[config.mk]
export PLATFORM = sky130hd
export DESIGN_NAME = lsu_dmmu
export DESIGN_NICKNAME = d
export VERILOG_FILES = /design/src/lsu_pkg.sv /design/src/lsu_dmmu.sv
export SDC_FILE = /design/constraint.sdc
export NUM_CORES = 1
export LEC_CHECK = 0
export BUFFER_PORTS_ARGS = -buffer_cell sky130_fd_sc_hd__clkbuf_2
export CORE_UTILIZATION = 38
export DETAILED_ROUTE_END_ITERATION = 7
export MAX_ROUTING_LAYER = met4
export PLACE_DENSITY = 0.75
export SYNTH_ARGS = -nofsm -noshare
export SYNTH_HDL_FRONTEND = slang
export SYNTH_SLANG_ARGS = --single-unit
[constraint.sdc]
create_clock -name clk -period 3.95 [get_ports clk]
set_input_delay 0.1975 -clock clk [delete_from_list [all_inputs] [get_ports clk]]
set_output_delay 0.1975 -clock clk [all_outputs]
set_load 0.1 [all_outputs]
[src/lsu_pkg.sv]
// Load/store unit shared definitions
// Widths, access size codes, exception vectors, page geometry and bus structs
package lsu_pkg;

   // Datapath geometry
   localparam int unsigned ADDR_W = 32;
   localparam int unsigned DATA_W = 32;
   localparam int unsigned BYTES_W = DATA_W / 8;

   typedef logic [ADDR_W-1:0]  addr_t;
   typedef logic [DATA_W-1:0]  data_t;
   typedef logic [BYTES_W-1:0] byte_msk_t;

   // Access size codes as driven by the execute stage
   typedef logic [2:0] size_t;
   localparam size_t SIZE_BYTE = 3'd1;
   localparam size_t SIZE_HALF = 3'd2;
   localparam size_t SIZE_WORD = 3'd3;

   // Exception vectors, target drops the two low bits
   localparam int unsigned VECT_W = 8;
   typedef logic [VECT_W-1:0] vect_t;
   typedef logic [ADDR_W-3:0] exp_tgt_t;
   localparam vect_t VECT_EDTM   = 8'h1c;
   localparam vect_t VECT_EDPF   = 8'h20;
   localparam vect_t VECT_EALIGN = 8'h24;

   // 4 KB data memory, upper address bits alias
   localparam int unsigned MEM_WORDS  = 1024;
   localparam int unsigned WORD_IDX_W = $clog2(MEM_WORDS);

   // Four 1 KB pages selected by address bits 11:10
   localparam int unsigned PAGE_IDX_LO = 10;
   localparam int unsigned PAGE_IDX_W  = 2;
   localparam int unsigned PAGES       = 1 << PAGE_IDX_W;
   typedef logic [PAGE_IDX_W-1:0] page_idx_t;

   typedef struct packed {
      logic valid;
      logic writable;
   } page_entry_t;

   // Decoded memory operation from the execute stage
   typedef struct packed {
      logic  load;
      logic  store;
      logic  sign_ext;
      size_t load_size;
      size_t store_size;
      data_t operand_1;
      data_t operand_2;
      data_t operand_3;
   } mu_op_t;

   // Data bus command, zero mask means read
   typedef struct packed {
      addr_t     addr;
      byte_msk_t we_msk;
      data_t     din;
   } dbus_cmd_t;

endpackage

[src/lsu_dmmu.sv]
// Data MMU
// Four-entry page table and one command register; raises TLB miss or
// page fault a cycle after acceptance, else forwards the command to memory
`timescale 1ns/1ps

module lsu_dmmu (
   input  logic                 clk,
   input  logic                 arst_n,
   input  logic                 cfg_we,
   input  lsu_pkg::page_idx_t   cfg_idx,
   input  lsu_pkg::page_entry_t cfg_entry,
   input  logic                 cmd_valid,
   output logic                 cmd_ready,
   input  lsu_pkg::dbus_cmd_t   cmd,
   output logic                 tlb_miss,
   output logic                 page_fault,
   output logic                 mem_valid,
   input  logic                 mem_ready,
   output lsu_pkg::dbus_cmd_t   mem_cmd
);

   lsu_pkg::page_entry_t page_tbl [lsu_pkg::PAGES];
   lsu_pkg::dbus_cmd_t   cmd_r;
   logic                 cmd_vld_r;
   lsu_pkg::page_idx_t   pg_idx;
   lsu_pkg::page_entry_t pg_entry;
   logic                 is_store;

   // Page table, valid bits cleared at reset
   always_ff @(posedge clk or negedge arst_n) begin
      if (!arst_n) begin
         for (int i = 0; i < lsu_pkg::PAGES; i++) begin
            page_tbl[i] <= '0;
         end
      end else if (cfg_we) begin
         page_tbl[cfg_idx] <= cfg_entry;
      end
   end

   // Register is free when empty
   assign cmd_ready = ~cmd_vld_r;

   // Lookup of the held command
   assign pg_idx   = cmd_r.addr[lsu_pkg::PAGE_IDX_LO +: lsu_pkg::PAGE_IDX_W];
   assign pg_entry = page_tbl[pg_idx];
   assign is_store = |cmd_r.we_msk;

   // Miss wins over fault
   assign tlb_miss   = cmd_vld_r & ~pg_entry.valid;
   assign page_fault = cmd_vld_r & pg_entry.valid & is_store & ~pg_entry.writable;
   assign mem_valid  = cmd_vld_r & pg_entry.valid & (~is_store | pg_entry.writable);
   assign mem_cmd    = cmd_r;

   // Command occupancy
   always_ff @(posedge clk or negedge arst_n) begin
      if (!arst_n) begin
         cmd_vld_r <= 1'b0;
      end else if (cmd_valid & cmd_ready) begin
         cmd_vld_r <= 1'b1;
      end else if (tlb_miss | page_fault | (mem_valid & mem_ready)) begin
         cmd_vld_r <= 1'b0;
      end
   end

   // Command payload
   always_ff @(posedge clk) begin
      if (cmd_valid & cmd_ready) begin
         cmd_r <= cmd;
      end
   end

endmodule

==> results.json <==
{
  "initial_utilization_pct": 39.55,
  "fp.dieH_um": 83.29,
  "ant_nets": 0,
  "worst_slack_ns": 1.733,
  "seq_area_frac_synth_pct": 90.28,
  "clockRootBuffer": "clkbuf_8",
  "fin_worst_skew_ns": 0.005584,
  "grt_pass1_wl_um": 7500,
  "p_leak_uw": 0.001589,
  "rows": 29,
  "die_x_um": 83.29,
  "post_synth.cell_area_avg_um2": 23.69,
  "area_growth_pct": 44.15,
  "finalCritPeriodShare_pct": 56.13,
  "p_total_uw": 2242,
  "timing.setup.tns_ns": 0,
  "globalRouteTotalUtil_pct": 15.50,
  "drt_iter0_markers": 63,
  "cts.sinks": 77,
  "cts_tree": "done",
  "cap_viol_max_count": 0,
  "nNetsFinal": 345,
  "rsz0062_at_grt": "false",
  "routed-via-count": 1586,
  "finalSetupViolations": 0,
  "cts.path.max_buffers": 2,
  "overflow": 0,
  "drive_above_1_share_pct": 63.74,
  "routedWlPerCell_um": 15.03,
  "hold_viol": 0,
  "netlist_area_um2": 2511,
  "worstSetupPathType": "flip-flop to output pin",
  "die-area_um2": 6937,
  "antenna_found_initial": 0,
  "gp_congestion": 0.7252,
  "n_antenna_cell": 0,
  "core_area_um2": 6350,
  "clk_pin_slew_ns": 0.08,
  "synth_seq_cells": 77,
  "cts_buffers": 9,
  "max_slew_margin_pct": 39.49,
  "worstPathRequired_ns": 3.75,
  "clk_latency_ns": 0.33,
  "cp_max_fo": 4,
  "ios": 149,
  "cts_setup_buffers": 0,
  "preCtsSetupSlack_ns": 2.041,
  "fin_area_um2": 3620,
  "yosys_warnings": 0,
  "grt_pass1_vias": 1523,
  "syn-num-nets": 183,
  "place_area_um2": 3371,
  "wl_um": 5262,
  "status": "finished clean",
  "syn_inst": 106,
  "portBuffers": 148,
  "viasPerCell": 4.531,
  "layout_common_cells": "clkbuf_2, edfxtp_1, clkbuf_8, dfrtp_1, mux2_2",
  "grt_max_degree": 35,
  "maxSlewViolCount": 0,
  "hold_class": "input port to flip-flop",
  "max_freq_mhz": 451.0,
  "route.detailed.drc": 0,
  "synth_cell_types": 20,
  "power_density_nw_per_um2": 619.4,
  "crit_path_start_kind": "flip-flop",
  "htreeDepth": 3,
  "post-dp-hpwl_um": 4101,
  "vdd_drop_max_mv": 0.3692,
  "fin_crit_ns": 2.217,
  "arrival_ns": 2.02,
  "firstDrtPassIters": 4,
  "tightest_slew_ns": 0.9054,
  "final_common_cell": "clkbuf_2",
  "cp-end-kind": "output pin"
}
[per-layer routing]
| metal | vias to the layer above | wire length, um | global-route usage (%) |
|---|---|---|---|
| li1 | 739 | - | - |
| met1 | 748 | 1812 | 15.20 |
| met2 | 90 | 2769 | 25.48 |
| met3 | 9 | 575 | 7.753 |
| met4 | 0 | 106 | 7.367 |
| met5 | - | 0 | - |
[critical path: stages, from the launching register on]
cell	delay (ns)
edfxtp_1	0.45
mux4_2	0.57
nor3_1	0.18
clkbuf_2	0.49
[stage by stage]
stage          hold WS (ns)  cells  util [%]
6_report            0.03187    350     57.00
5_1_grt            0.008241    350     57.00
4_1_cts             0.01472    350     57.00
3_5_place_dp        0.06640    333     53.08
3_3_place_gp        0.06542    333     53.08
2_1_floorplan      -0.09809    106         -
[worst paths after layout]
path | startpoint | end | slack (ns) | cells past startpoint
min reg2reg | page_tbl[2] | page_tbl[2] | 0.49 | 1
min in group asynchronous | arst_n | page_tbl[0] | 0.26 | 2
min | cmd[31] | mem_cmd[31] | 0.03 | 1
max | mem_cmd[46] | page_fault | 1.73 | 3
max reg2reg | cmd_vld_r | mem_cmd[16] | 2.06 | 2
max in group asynchronous | arst_n | page_tbl[3] | 3.50 | 2
[where the power goes]
group	leakage [uW]	internal, uW	total (uW)	switching, uW
clock network	0.000116	420	690	270
logic	0.000719	87.2	556	469
registers	0.000753	969	996	26.5
[state kept, by name, indices dropped and copies added (netlist names)]
| register | count |
|---|---|
| page_tbl | 8 |
| mem_cmd | 68 |
| cmd_vld_r | 1 |
[cell type report]
class | instances | area [um2]
fillers | 500 | 2730
flip-flops and latches | 77 | 2267
repair buffers | 151 | 765.7
multi-input cells | 27 | 244.0
clock buffers | 10 | 127.6
clock inverters | 6 | 111.4
well taps | 77 | 96.34
inverters | 2 | 7.507
[logic make-up after synthesis]
group | count (synthesis) | synth area share [%]
DFF | 77 | 90.28
and+or+nand+nor | 13 | 2.940
muxes | 11 | 5.281
AOI/OAI and AO/OA | 3 | 1.196
buffers and inverters | 2 | 0.2991
[timing repair]
action / CTS / global route
hold endpoints to repair: 9 / 0
hold buffers: 1 / 0
gates resized for setup: 0 / 0
[cell usage after synthesis]
library cell	count	share of area, %
a21oi_1	1	0.20
nor2_1	2	0.30
nor3b_1	1	0.30
nand2_1	2	0.30
mux2_2	5	2.2
o32ai_2	1	0.65
or2b_1	1	0.30
mux2_1	3	1.3
nand3b_1	2	0.60
nor2_2	1	0.25
mux4_2	1	0.90
nand3_1	1	0.20
nor4_1	1	0.25
edfxtp_1	68	81
nor3_1	1	0.20
inv_1	2	0.30
o22a_1	1	0.35
dfrtp_1	9	9.0
nand2b_1	1	0.25
mux2i_1	2	0.80
No activity file was read; power rests on OpenSTA's default activity.
