<file path="src/lsu_pkg.sv">
// Load/store unit shared definitions
// Widths, access size codes, exception vectors, page geometry and bus structs
package lsu_pkg;

   // Datapath geometry
   localparam int unsigned ADDR_W = 32;
   localparam int unsigned DATA_W = 32;
   localparam int unsigned BYTES_W = DATA_W / 8;

   typedef logic [ADDR_W-1:0]  addr_t;
   typedef logic [DATA_W-1:0]  data_t;
   typedef logic [BYTES_W-1:0] byte_msk_t;

   // Access size codes as driven by the execute stage
   typedef logic [2:0] size_t;
   localparam size_t SIZE_BYTE = 3'd1;
   localparam size_t SIZE_HALF = 3'd2;
   localparam size_t SIZE_WORD = 3'd3;

   // Exception vectors, target drops the two low bits
   localparam int unsigned VECT_W = 8;
   typedef logic [VECT_W-1:0] vect_t;
   typedef logic [ADDR_W-3:0] exp_tgt_t;
   localparam vect_t VECT_EDTM   = 8'h1c;
   localparam vect_t VECT_EDPF   = 8'h20;
   localparam vect_t VECT_EALIGN = 8'h24;

   // 4 KB data memory, upper address bits alias
   localparam int unsigned MEM_WORDS  = 1024;
   localparam int unsigned WORD_IDX_W = $clog2(MEM_WORDS);

   // Four 1 KB pages selected by address bits 11:10
   localparam int unsigned PAGE_IDX_LO = 10;
   localparam int unsigned PAGE_IDX_W  = 2;
   localparam int unsigned PAGES       = 1 << PAGE_IDX_W;
   typedef logic [PAGE_IDX_W-1:0] page_idx_t;

   typedef struct packed {
      logic valid;
      logic writable;
   } page_entry_t;

   // Decoded memory operation from the execute stage
   typedef struct packed {
      logic  load;
      logic  store;
      logic  sign_ext;
      size_t load_size;
      size_t store_size;
      data_t operand_1;
      data_t operand_2;
      data_t operand_3;
   } mu_op_t;

   // Data bus command, zero mask means read
   typedef struct packed {
      addr_t     addr;
      byte_msk_t we_msk;
      data_t     din;
   } dbus_cmd_t;

endpackage

</file>
<file path="src/lsu_lane_align.sv">
// Byte lane alignment
// Builds the store mask and replicated store data, extracts and extends loads
`timescale 1ns/1ps

module lsu_lane_align (
   input  logic [1:0]          addr_lo,
   input  logic                store,
   input  lsu_pkg::size_t      store_size,
   input  lsu_pkg::size_t      load_size,
   input  logic                sign_ext,
   input  lsu_pkg::data_t      store_src,
   input  lsu_pkg::data_t      rsp_data,
   output lsu_pkg::byte_msk_t  we_msk,
   output lsu_pkg::data_t      store_data,
   output lsu_pkg::data_t      load_data
);

   logic [7:0]  ld_byte;
   logic [15:0] ld_half;

   // Store mask stays zero for loads
   always_comb begin
      we_msk = '0;
      if (store) begin
         case (store_size)
            lsu_pkg::SIZE_WORD: we_msk = 4'b1111;
            lsu_pkg::SIZE_HALF: we_msk = addr_lo[1] ? 4'b1100 : 4'b0011;
            lsu_pkg::SIZE_BYTE: we_msk = 4'b0001 << addr_lo;
            default:            we_msk = '0;
         endcase
      end
   end

   // Narrow stores copied to every lane so the mask picks the lane
   always_comb begin
      case (store_size)
         lsu_pkg::SIZE_WORD: store_data = store_src;
         lsu_pkg::SIZE_HALF: store_data = {2{store_src[15:0]}};
         lsu_pkg::SIZE_BYTE: store_data = {4{store_src[7:0]}};
         default:            store_data = '0;
      endcase
   end

   // Addressed byte and half of the response word
   assign ld_byte = rsp_data[8*addr_lo +: 8];
   assign ld_half = addr_lo[1] ? rsp_data[31:16] : rsp_data[15:0];

   // Zero or sign extension
   always_comb begin
      case (load_size)
         lsu_pkg::SIZE_WORD: load_data = rsp_data;
         lsu_pkg::SIZE_HALF: load_data = {{16{sign_ext & ld_half[15]}}, ld_half};
         lsu_pkg::SIZE_BYTE: load_data = {{24{sign_ext & ld_byte[7]}}, ld_byte};
         default:            load_data = '0;
      endcase
   end

endmodule

</file>
<file path="src/lsu_mem_unit.sv">
// Memory stage control
// Effective address, alignment check, one outstanding command,
// exception vector select and execute/writeback handshakes
`timescale 1ns/1ps

module lsu_mem_unit (
   input  logic                clk,
   input  logic                arst_n,
   input  logic                in_valid,
   output logic                in_ready,
   input  lsu_pkg::mu_op_t     op,
   output logic                cmd_valid,
   input  logic                cmd_ready,
   output lsu_pkg::dbus_cmd_t  cmd,
   input  logic                rsp_valid,
   output logic                rsp_ready,
   input  lsu_pkg::data_t      rsp_data,
   input  logic                tlb_miss,
   input  logic                page_fault,
   output lsu_pkg::data_t      load_data,
   output lsu_pkg::addr_t      lsa,
   output logic                exp_taken,
   output lsu_pkg::exp_tgt_t   exp_tgt,
   output logic                wb_valid,
   input  logic                wb_ready
);

   logic               mem_op;
   lsu_pkg::size_t     acc_size;
   logic               misalign;
   logic               mmu_exp;
   logic               pending_r;
   logic               hs_cmd;
   logic               hs_wb;
   lsu_pkg::vect_t     vect;
   lsu_pkg::byte_msk_t we_msk;
   lsu_pkg::data_t     store_data;

   // Only loads and stores use the data bus
   assign mem_op = op.load | op.store;

   // Effective address
   assign lsa = op.operand_1 + op.operand_2;

   // Natural alignment for the active size
   assign acc_size = op.load ? op.load_size : op.store_size;
   assign misalign = in_valid & mem_op &
                     (((acc_size == lsu_pkg::SIZE_WORD) & (|lsa[1:0])) |
                      ((acc_size == lsu_pkg::SIZE_HALF) & lsa[0]));

   // MMU reports at most one exception per accepted command
   assign mmu_exp = tlb_miss | page_fault;

   assign hs_cmd = cmd_valid & cmd_ready;
   assign hs_wb  = wb_valid & wb_ready;

   // Misaligned or blocked ops never reach the bus
   assign cmd_valid = in_valid & mem_op & ~misalign & ~pending_r;

   // One outstanding command at a time
   always_ff @(posedge clk or negedge arst_n) begin
      if (!arst_n) begin
         pending_r <= 1'b0;
      end else if (hs_cmd) begin
         pending_r <= 1'b1;
      end else if (hs_wb | mmu_exp) begin
         pending_r <= 1'b0;
      end
   end

   // Byte lane steering for store data and load result
   lsu_lane_align u_lane_align (
      .addr_lo    (lsa[1:0]),
      .store      (op.store),
      .store_size (op.store_size),
      .load_size  (op.load_size),
      .sign_ext   (op.sign_ext),
      .store_src  (op.operand_3),
      .rsp_data   (rsp_data),
      .we_msk     (we_msk),
      .store_data (store_data),
      .load_data  (load_data)
   );

   assign cmd.addr   = lsa;
   assign cmd.we_msk = we_msk;
   assign cmd.din    = store_data;

   // Misalignment is raised in the issue cycle, MMU faults a cycle after handshake
   assign exp_taken = misalign | (pending_r & mmu_exp);

   // Fixed priority: misalign, then miss, then fault
   always_comb begin
      if (misalign) begin
         vect = lsu_pkg::VECT_EALIGN;
      end else if (tlb_miss) begin
         vect = lsu_pkg::VECT_EDTM;
      end else if (page_fault) begin
         vect = lsu_pkg::VECT_EDPF;
      end else begin
         vect = '0;
      end
   end

   // Target is the vector without its two low bits
   assign exp_tgt = lsu_pkg::exp_tgt_t'(vect[lsu_pkg::VECT_W-1:2]);

   // Non memory ops pass at once, memory ops wait for writeback or exception
   assign in_ready = ~mem_op | hs_wb | exp_taken;

   // Writeback follows the memory response directly
   assign wb_valid  = rsp_valid;
   assign rsp_ready = wb_ready;

endmodule

</file>
<file path="config.mk">
export PLATFORM = sky130hd
export DESIGN_NAME = lsu_mem_unit
export DESIGN_NICKNAME = d
export VERILOG_FILES = /design/src/lsu_pkg.sv /design/src/lsu_lane_align.sv /design/src/lsu_mem_unit.sv
export SDC_FILE = /design/constraint.sdc
export NUM_CORES = 1
export LEC_CHECK = 0
export BUFFER_PORTS_ARGS = -buffer_cell sky130_fd_sc_hd__buf_2
export CAP_MARGIN = 20
export CORE_AREA = 2 2 122 124
export CTS_BUF_LIST = sky130_fd_sc_hd__clkbuf_8
export CTS_CLUSTER_SIZE = 25
export DETAILED_ROUTE_END_ITERATION = 7
export DIE_AREA = 0 0 124 126
export SLEW_MARGIN = 20
export SYNTH_ARGS = -nofsm -noshare
export SYNTH_HDL_FRONTEND = slang
export SYNTH_SLANG_ARGS = --single-unit
</file>
<file path="constraint.sdc">
create_clock -name clk -period 8.2 [get_ports clk]
set_input_delay 1.64 -clock clk [delete_from_list [all_inputs] [get_ports clk]]
set_output_delay 1.64 -clock clk [all_outputs]
set_load 0.01 [all_outputs]
</file>
==> metrics.yaml, run 1 <==
viasPerCell: 4.91
dieHeight_um: 126
slew_viol_final: 0
drtIter0Drc: 198
r2r_slack_ps: 7330
yosysSeqAreaShare: 0.00684
crit_path_end_kind: "output port"
final_common_cell: "buf_2"
timing.rr.end: "pending_r"
leakage_nw: 2.72
skew_ps: 0
final_nets: 928
finalWorstSetupSlack_ps: 2010
reg2reg_from: "pending_r"
grt_max_degree: 32
postCtsHoldBufs: 0
period_minus_slack_ps: 6190
hold_viol: 0
antenna_found_initial: 3
grt_pass1_wl_mm: 20.6
fp.coreArea_sq_um: 14300
dp_hpwl_mm: 12.1
portBuffers: 285
drt-total-wl_mm: 14.0
worst_pin_slew_ps: 967
avgSynthCellArea_sq_um: 6.92
grt_pass1_vias: 4107
worst_hold_path.num_cells: 1
cts-resized-gates: 0
post-route-util: 0.334
ios: 312
gp_congestion: 0.893
reg2reg_depth: 2
drv_cap: 0
grt.total_usage: 0.161
die-area_sq_um: 15600
die_x_um: 124
yosys_most_used_dff: "dfrtp_1"
critPathKind: "in -> out"
fin_crit_sh: 0.755
cts_setup_buffers: 0
drtPass1Iterations: 5
clk_pin_slew_ps: 0
max_freq_mhz: 161
synth-edff-count: 0
ys_ff_latch: 1
n_fill_cell: 1626
finalSetupViolations: 0
hp-start: "pending_r"
top_regs: "pending_r x1"
hp-class: "reg -> reg"
async_reset_ff_frac: 1.00
drc: 0
dp_slack_ps: 2030
path_max_fanout: 16
critPathLaunch: "op[32]"
drive_gt1_frac: 0.425
relSlewSlack: 0.350
start_util: 0.256
startpoint_type: "input pin"
overflow: 0
worstPathArrival_ps: 4550
synth_warnings: 0
irDropWorstVdd_mv: 0.0439
largest_reg_flops: 1
whs_endpoint: "pending_r"
seqCellArea_sq_um: 25.0
ant_nets: 0
multiInputGateArea_sq_um: 3050
syn_area_sq_um: 3660
tns_ps: 0
p_per_area_nw_per_um2: 91.3
synth_cells: 529
largest-register: "pending_r"
syn2layout_area_growth_pct: 30.7
synth.distinct_cells: 65
final_cell_mix: "buf_2, nand2_1, a21oi_1, a21o_1, ha_1"
status: "finished, final reports clean"
clk_latency_ps: 0
via_count: 4596
row_count: 44
cp_data_required_time_ps: 6560
wl_per_cell_um: 14.9
rsz0062_at_grt: "no"
-- critical path, cell delays in order --
cell and delay [ps]:
buf_2 80, ha_1 190, inv_1 60, fa_1 950
mux2_2 300, nand2_1 50, o21ai_1 130, a22oi_1 130
nor3b_2 730, a21o_1 150, buf_2 130
-- synthesized netlist by cell type (4+ instances only) --
| cell | number | area share |
|---|---|---|
| clkbuf_1 | 14 | 0.014 |
| and2_1 | 9 | 0.015 |
| nand2b_1 | 9 | 0.015 |
| mux2i_1 | 8 | 0.022 |
| clkbuf_2 | 4 | 0.0055 |
| xor2_1 | 9 | 0.022 |
| mux2_2 | 18 | 0.055 |
| ha_1 | 31 | 0.11 |
| o31ai_1 | 4 | 0.0082 |
| o21bai_1 | 5 | 0.010 |
| inv_1 | 12 | 0.012 |
| nand4_1 | 6 | 0.010 |
| xnor2_1 | 18 | 0.043 |
| and3_1 | 5 | 0.0085 |
| o21ai_0 | 23 | 0.031 |
| nand3_1 | 4 | 0.0055 |
| a211oi_1 | 6 | 0.012 |
| clkbuf_8 | 5 | 0.019 |
| a21oi_1 | 64 | 0.088 |
| o21a_1 | 5 | 0.010 |
| nand2_1 | 66 | 0.068 |
| a21o_1 | 33 | 0.068 |
| nor2b_1 | 6 | 0.010 |
| nor3_1 | 7 | 0.0096 |
| nor2_1 | 30 | 0.031 |
| buf_4 | 62 | 0.13 |
| a221o_1 | 15 | 0.041 |
-- metrics by stage --
step / total power, mW / hold slack, ps / cells / cell area, sq um
after global routing: 0.482 / 585 / 934 / 4780
after floorplan: 0.327 / 510 / 554 / 3750
after detailed placement: 0.436 / 570 / 933 / 4780
final: 0.437 / 559 / 936 / 4780
after global placement: 0.437 / 561 / 933 / 4780
after CTS: 0.439 / 564 / 933 / 4780
-- how the worst max path moves through the flow --
| stage | endpoint | cells after the start | slack (ps) |
|---|---|---|---|
| floorplan | lsa[29] | 9 | 2770 |
| global placement | load_data[29] | 11 | 2130 |
| detailed placement | load_data[29] | 11 | 2030 |
| CTS | load_data[29] | 11 | 2020 |
| global route | load_data[20] | 11 | 1790 |
| finish | load_data[29] | 11 | 2010 |
-- area by class of cell --
| class | count | area share |
|---|---|---|
| sequential | 1 | 0.00523 |
| inverter | 12 | 0.00942 |
| antenna | 3 | 0.00157 |
| multi-input combinational | 451 | 0.637 |
| timing repair buffer | 285 | 0.298 |
| tap | 184 | 0.0481 |
-- layer usage --
metal / GRT usage / part of all wire / up-vias
li1: - / - / 2286
met1: 0.201 / 0.39 / 2056
met2: 0.294 / 0.49 / 238
met3: 0.0181 / 0.10 / 16
met4: 0.0324 / 0.017 / 0
met5: 0 / 0 / -
-- logic make-up after synthesis --
kind of cell             synth area share
buffers and inverters               0.186
AND/OR/NAND/NOR                     0.202
other                             0.00102
AO/OA/AOI/OAI                       0.351
multiplexers                       0.0773
adder cells (fa/ha/maj)             0.111
XOR/XNOR                           0.0646
flip-flops                        0.00684
-- power by group --
part	switching [mW]	internal (mW)	total [mW]
Combinational	0.247	0.184	0.431
Sequential	0.000322	0.00542	0.00574
Clock	0	0.0000000491	0.0000000491
No activity file was read; power rests on OpenSTA's default activity.
==> run 2: changes to the inputs <==
==> constraint.sdc (replaced) <==
create_clock -name clk -period 5.4 [get_ports clk]
set_input_delay 1.08 -clock clk [delete_from_list [all_inputs] [get_ports clk]]
set_output_delay 1.08 -clock clk [all_outputs]
set_load 0.01 [all_outputs]
==> run 2 against run 1 <==
  * Die area unchanged
  * Register-to-register slack worse by 2800 ps
  * Clock skew unchanged
  * Sequential power up 51%
  * Worst setup slack worse by 1300 ps
  * Routed wire length down 0.22%
  * Sequential share of layout area about the same
  * Critical path depth unchanged
  * Critical path type unchanged
  * Largest cell class unchanged
  * Largest power group unchanged
  * Highest routed layer unchanged
==> metrics.yaml, run 2 (synthesis gave the netlist of run 1 again) <==
drive_gt1_frac: 0.427
critical-path-max-stage-delay_ps: 740
clk_latency_ps: 0
switching_share: 0.566
largest-register: "pending_r"
worstPathCellList: "buf_2 > ha_1 > inv_1 > fa_1 > mux2_2 > nand2_1 > o21ai_1 > a22oi_1 > nor3b_2 > a21o_1 > buf_2"
cpMaxStageDelayCell: "nor3b_2"
worst_hold_path.num_cells: 1
whs_endpoint: "pending_r"
fp.coreArea_sq_um: 14300
switching_power_mw: 0.377
grt_pass1_wl_mm: 20.6
grt_max_degree: 32
path_max_fanout: 16
syn2layout_area_growth_pct: 31.2
tns_ps: 0
relSlewSlack: 0.325
top_regs: "pending_r x1"
largest_reg_flops: 1
viasPerCell: 4.86
die_x_um: 124
cp_num_buf_inv: 3
hold_viol: 0
dp_hpwl_mm: 12.1
reg2reg_from: "pending_r"
drtIter0Drc: 189
dieHeight_um: 126
worstPathArrival_ps: 3640
p_int_mw: 0.289
max_freq_mhz: 212
timing.rr.end: "pending_r"
p_comb_frac: 0.987
skew_ps: 0
cts-resized-gates: 0
hp-start: "pending_r"
drtPass1Iterations: 4
status: "finished, final reports clean"
seqPwrFrac: 0.013
crit_path_end_kind: "output port"
die-area_sq_um: 15600
post-route-util: 0.335
clk_pin_slew_ps: 0
slew_viol_final: 0
portBuffers: 285
hold-worst-slack_ps: 541
period_minus_slack_ps: 4720
crit_top_cell: "buf_2"
overflow: 0
final_common_cell: "buf_2"
final_cell_count_no_fill: 937
cp_data_required_time_ps: 4320
clockPowerShare: 0
cts_setup_buffers: 0
hp-class: "reg -> reg"
rsz0062_at_grt: "no"
antenna_found_initial: 1
worst_pin_slew_ps: 1010
drv_cap: 0
fin_crit_sh: 0.874
startpoint_type: "input pin"
critPathTopFamily: "adder cells"
ant_nets: 0
irDropWorstVdd_mv: 0.0687
grt_pass1_vias: 4056
drc: 0
reg2reg_depth: 2
wl_per_cell_um: 14.9
leakage_nw: 2.73
dp.cells: 936
final_cell_mix: "buf_2, nand2_1, a21oi_1, a21o_1, ha_1"
n_fill_cell: 1579
start_util: 0.256
postCtsHoldBufs: 0
ios: 312
grt.total_usage: 0.160
gp_congestion: 0.864
final_nets: 931
via_count: 4555
row_count: 44
critPathKind: "in -> out"
p_per_area_nw_per_um2: 139
drt-total-wl_mm: 13.9
finalSetupViolations: 0
r2r_slack_ps: 4570
==> run 2: layer usage <==
metal,up-vias,global-route usage,share of wire
met3,14,0.0127,0.080
li1,2284,-,-
met5,-,0,0
met4,0,0.0264,0.012
met1,2049,0.208,0.42
met2,208,0.291,0.49
==> run 2: metrics by stage <==
stage	power, mW	instance area (sq um)	setup WS, ps
after CTS	0.670	4800	623
after global routing	0.732	4800	466
final	0.666	4800	678
after detailed placement	0.666	4800	654
after global placement	0.668	4800	731
after floorplan	0.496	3750	1090
==> run 2: worst max path at each step <==
| stage | from | endpoint | slack, ps | depth (start not counted) |
|---|---|---|---|---|
| 3_5_place_dp | op[64] | lsa[30] | 650 | 13 |
| 5_1_grt | op[64] | lsa[30] | 470 | 13 |
| 4_1_cts | op[64] | lsa[30] | 620 | 13 |
| 2_1_floorplan | op[35] | lsa[29] | 1090 | 9 |
| 3_3_place_gp | op[64] | lsa[30] | 730 | 13 |
| 6_report | op[64] | load_data[19] | 680 | 11 |
==> run 2: worst register-to-register path, stage by stage, from the launching register on <==
cell     delay (ps)
dfrtp_1         370
nor3_1          240
a32o_1          160
==> run 2: final cells by class <==
class | instances | area, sq um | share of cell area
sequential | 1 | 25.0 | 0.00521
multi-input combinational | 451 | 3050 | 0.635
antenna | 1 | 2.50 | 0.000521
timing repair buffer | 288 | 1450 | 0.302
inverter | 12 | 45.0 | 0.00938
tap | 184 | 230 | 0.0480
==> run 2: power groups by stage <==
stage	registers, mW	clock network, mW	logic [mW]
2_1_floorplan	0.00854	0	0.488
3_3_place_gp	0.00870	0	0.659
3_5_place_dp	0.00866	0	0.657
4_1_cts	0.00866	0	0.661
5_1_grt	0.00870	0.0000000248	0.724
6_report	0.00865	0.0000000248	0.658
==> run 3: changes to the inputs <==
--- a/config.mk
+++ b/config.mk
@@ -12,6 +12,7 @@
 export CTS_CLUSTER_SIZE = 25
 export DETAILED_ROUTE_END_ITERATION = 7
 export DIE_AREA = 0 0 124 126
+export MAX_ROUTING_LAYER = met4
 export SLEW_MARGIN = 20
 export SYNTH_ARGS = -nofsm -noshare
 export SYNTH_HDL_FRONTEND = slang
==> run 3 against run 2 <==
  * Register-to-register slack barely moved
  * Clock skew did not move
  * Power fell by 0.13%
  * Critical path type unchanged
  * Utilization barely moved
  * Critical path depth did not move
==> metrics.yaml, run 3 (synthesis gave the netlist of run 1 again) <==
status: "finished, final reports clean"
worstPathCellList: "buf_2 > ha_1 > inv_1 > fa_1 > mux2_2 > nand2_1 > o21ai_1 > a22oi_1 > nor3b_2 > a21o_1 > buf_2"
reg2reg_depth: 2
reg2reg_from: "pending_r"
wl_per_cell_um: 14.8
worstSetupPathDepth: 11
final_nets: 931
hold_viol: 0
grt_pass1_wl_mm: 20.6
grt_pass1_vias: 4053
die-area_sq_um: 15600
largest_reg_flops: 1
grt.total_usage: 0.165
row_count: 44
ios: 312
postCtsHoldBufs: 0
drive_gt1_frac: 0.427
drc: 0
irDropWorstVdd_mv: 0.0686
post-route-util: 0.336
final_cell_mix: "buf_2, nand2_1, a21oi_1, a21o_1, ha_1"
drtIter0Drc: 143
clk_pin_slew_ps: 0
cpMaxStageDelayCell: "nor3b_2"
switching_share: 0.565
largest-register: "pending_r"
gp_congestion: 0.878
p_comb_frac: 0.987
relSlewSlack: 0.321
drv_cap: 0
fp.coreArea_sq_um: 14300
cp_num_buf_inv: 3
skew_ps: 0
worstPathArrival_ps: 3650
via_count: 4556
hp-start: "pending_r"
max_freq_mhz: 212
finalSetupViolations: 0
leakage_nw: 2.73
drt-total-wl_mm: 13.9
switching_power_mw: 0.376
p_int_mw: 0.289
dp_hpwl_mm: 12.1
whs_endpoint: "pending_r"
slew_viol_final: 0
top_regs: "pending_r x1"
r2r_slack_ps: 4570
die_x_um: 124
rsz0062_at_grt: "no"
dieHeight_um: 126
period_minus_slack_ps: 4730
timing.rr.end: "pending_r"
hp-class: "reg -> reg"
power.total_mw: 0.665
path_max_fanout: 16
worst_pin_slew_ps: 1010
cts-resized-gates: 0
finalWorstSetupSlack_ps: 675
portBuffers: 285
start_util: 0.256
dp_slack_ps: 654
cp_data_required_time_ps: 4320
clk_latency_ps: 0
critical-path-max-stage-delay_ps: 740
grt_max_degree: 32
worst_hold_path.num_cells: 1
p_per_area_nw_per_um2: 139
ant_nets: 0
crit_top_cell: "buf_2"
fin_crit_sh: 0.875
syn2layout_area_growth_pct: 31.2
final_common_cell: "buf_2"
critPathKind: "in -> out"
tns_ps: 0
startpoint_type: "input pin"
n_fill_cell: 1579
crit_path_end_kind: "output port"
critPathTopFamily: "adder cells"
seqPwrFrac: 0.013
viasPerCell: 4.86
clockPowerShare: 0
drtPass1Iterations: 5
overflow: 0
cts_setup_buffers: 0
antenna_found_initial: 2
run 3: changes by cell type in the layout (fill, tap and decap cells not counted):
cell	before	now
diode_2	1	2
run 3: worst reg2reg max path: cells and delay by family, from the launching register on:
family          cells  cell delay (ps)
flops               1              370
compound gates      1              160
simple gates        1              240
run 3: worst max-delay path by stage:
stage | from | endpoint
after floorplan | op[35] | lsa[29]
after global placement | op[64] | lsa[30]
after detailed placement | op[64] | lsa[30]
after CTS | op[64] | lsa[30]
after global routing | op[64] | lsa[30]
final | op[64] | load_data[19]
run 3: through the flow:
step	hold slack, ps	instances	cell area, sq um
6_report	538	938	4800
5_1_grt	565	938	4800
4_1_cts	546	936	4800
3_5_place_dp	546	936	4800
3_3_place_gp	549	936	4800
2_1_floorplan	510	554	3750
run 3: layout make-up:
class,count,area [sq um],area share
tap,184,230,0.0479
timing repair buffer,288,1450,0.302
inverter,12,45.0,0.00938
antenna,2,5.00,0.00104
multi-input combinational,451,3050,0.635
sequential,1,25.0,0.00521
run 3: per-layer routing:
layer	GRT usage	routed length, um	vias to the layer above	part of all wire
met5	-	0	-	0
met4	0.0264	176	0	0.013
met3	0.0177	1190	14	0.086
met2	0.291	6830	222	0.49
met1	0.204	5670	2035	0.41
li1	-	-	2285	-
run 3: power by group through the flow:
stage	logic [mW]	registers, mW	clock network, mW
final	0.657	0.00864	0.0000000497
after global routing	0.724	0.00870	0.0000000496
after CTS	0.661	0.00866	0
after detailed placement	0.657	0.00866	0
after global placement	0.659	0.00870	0
after floorplan	0.488	0.00854	0
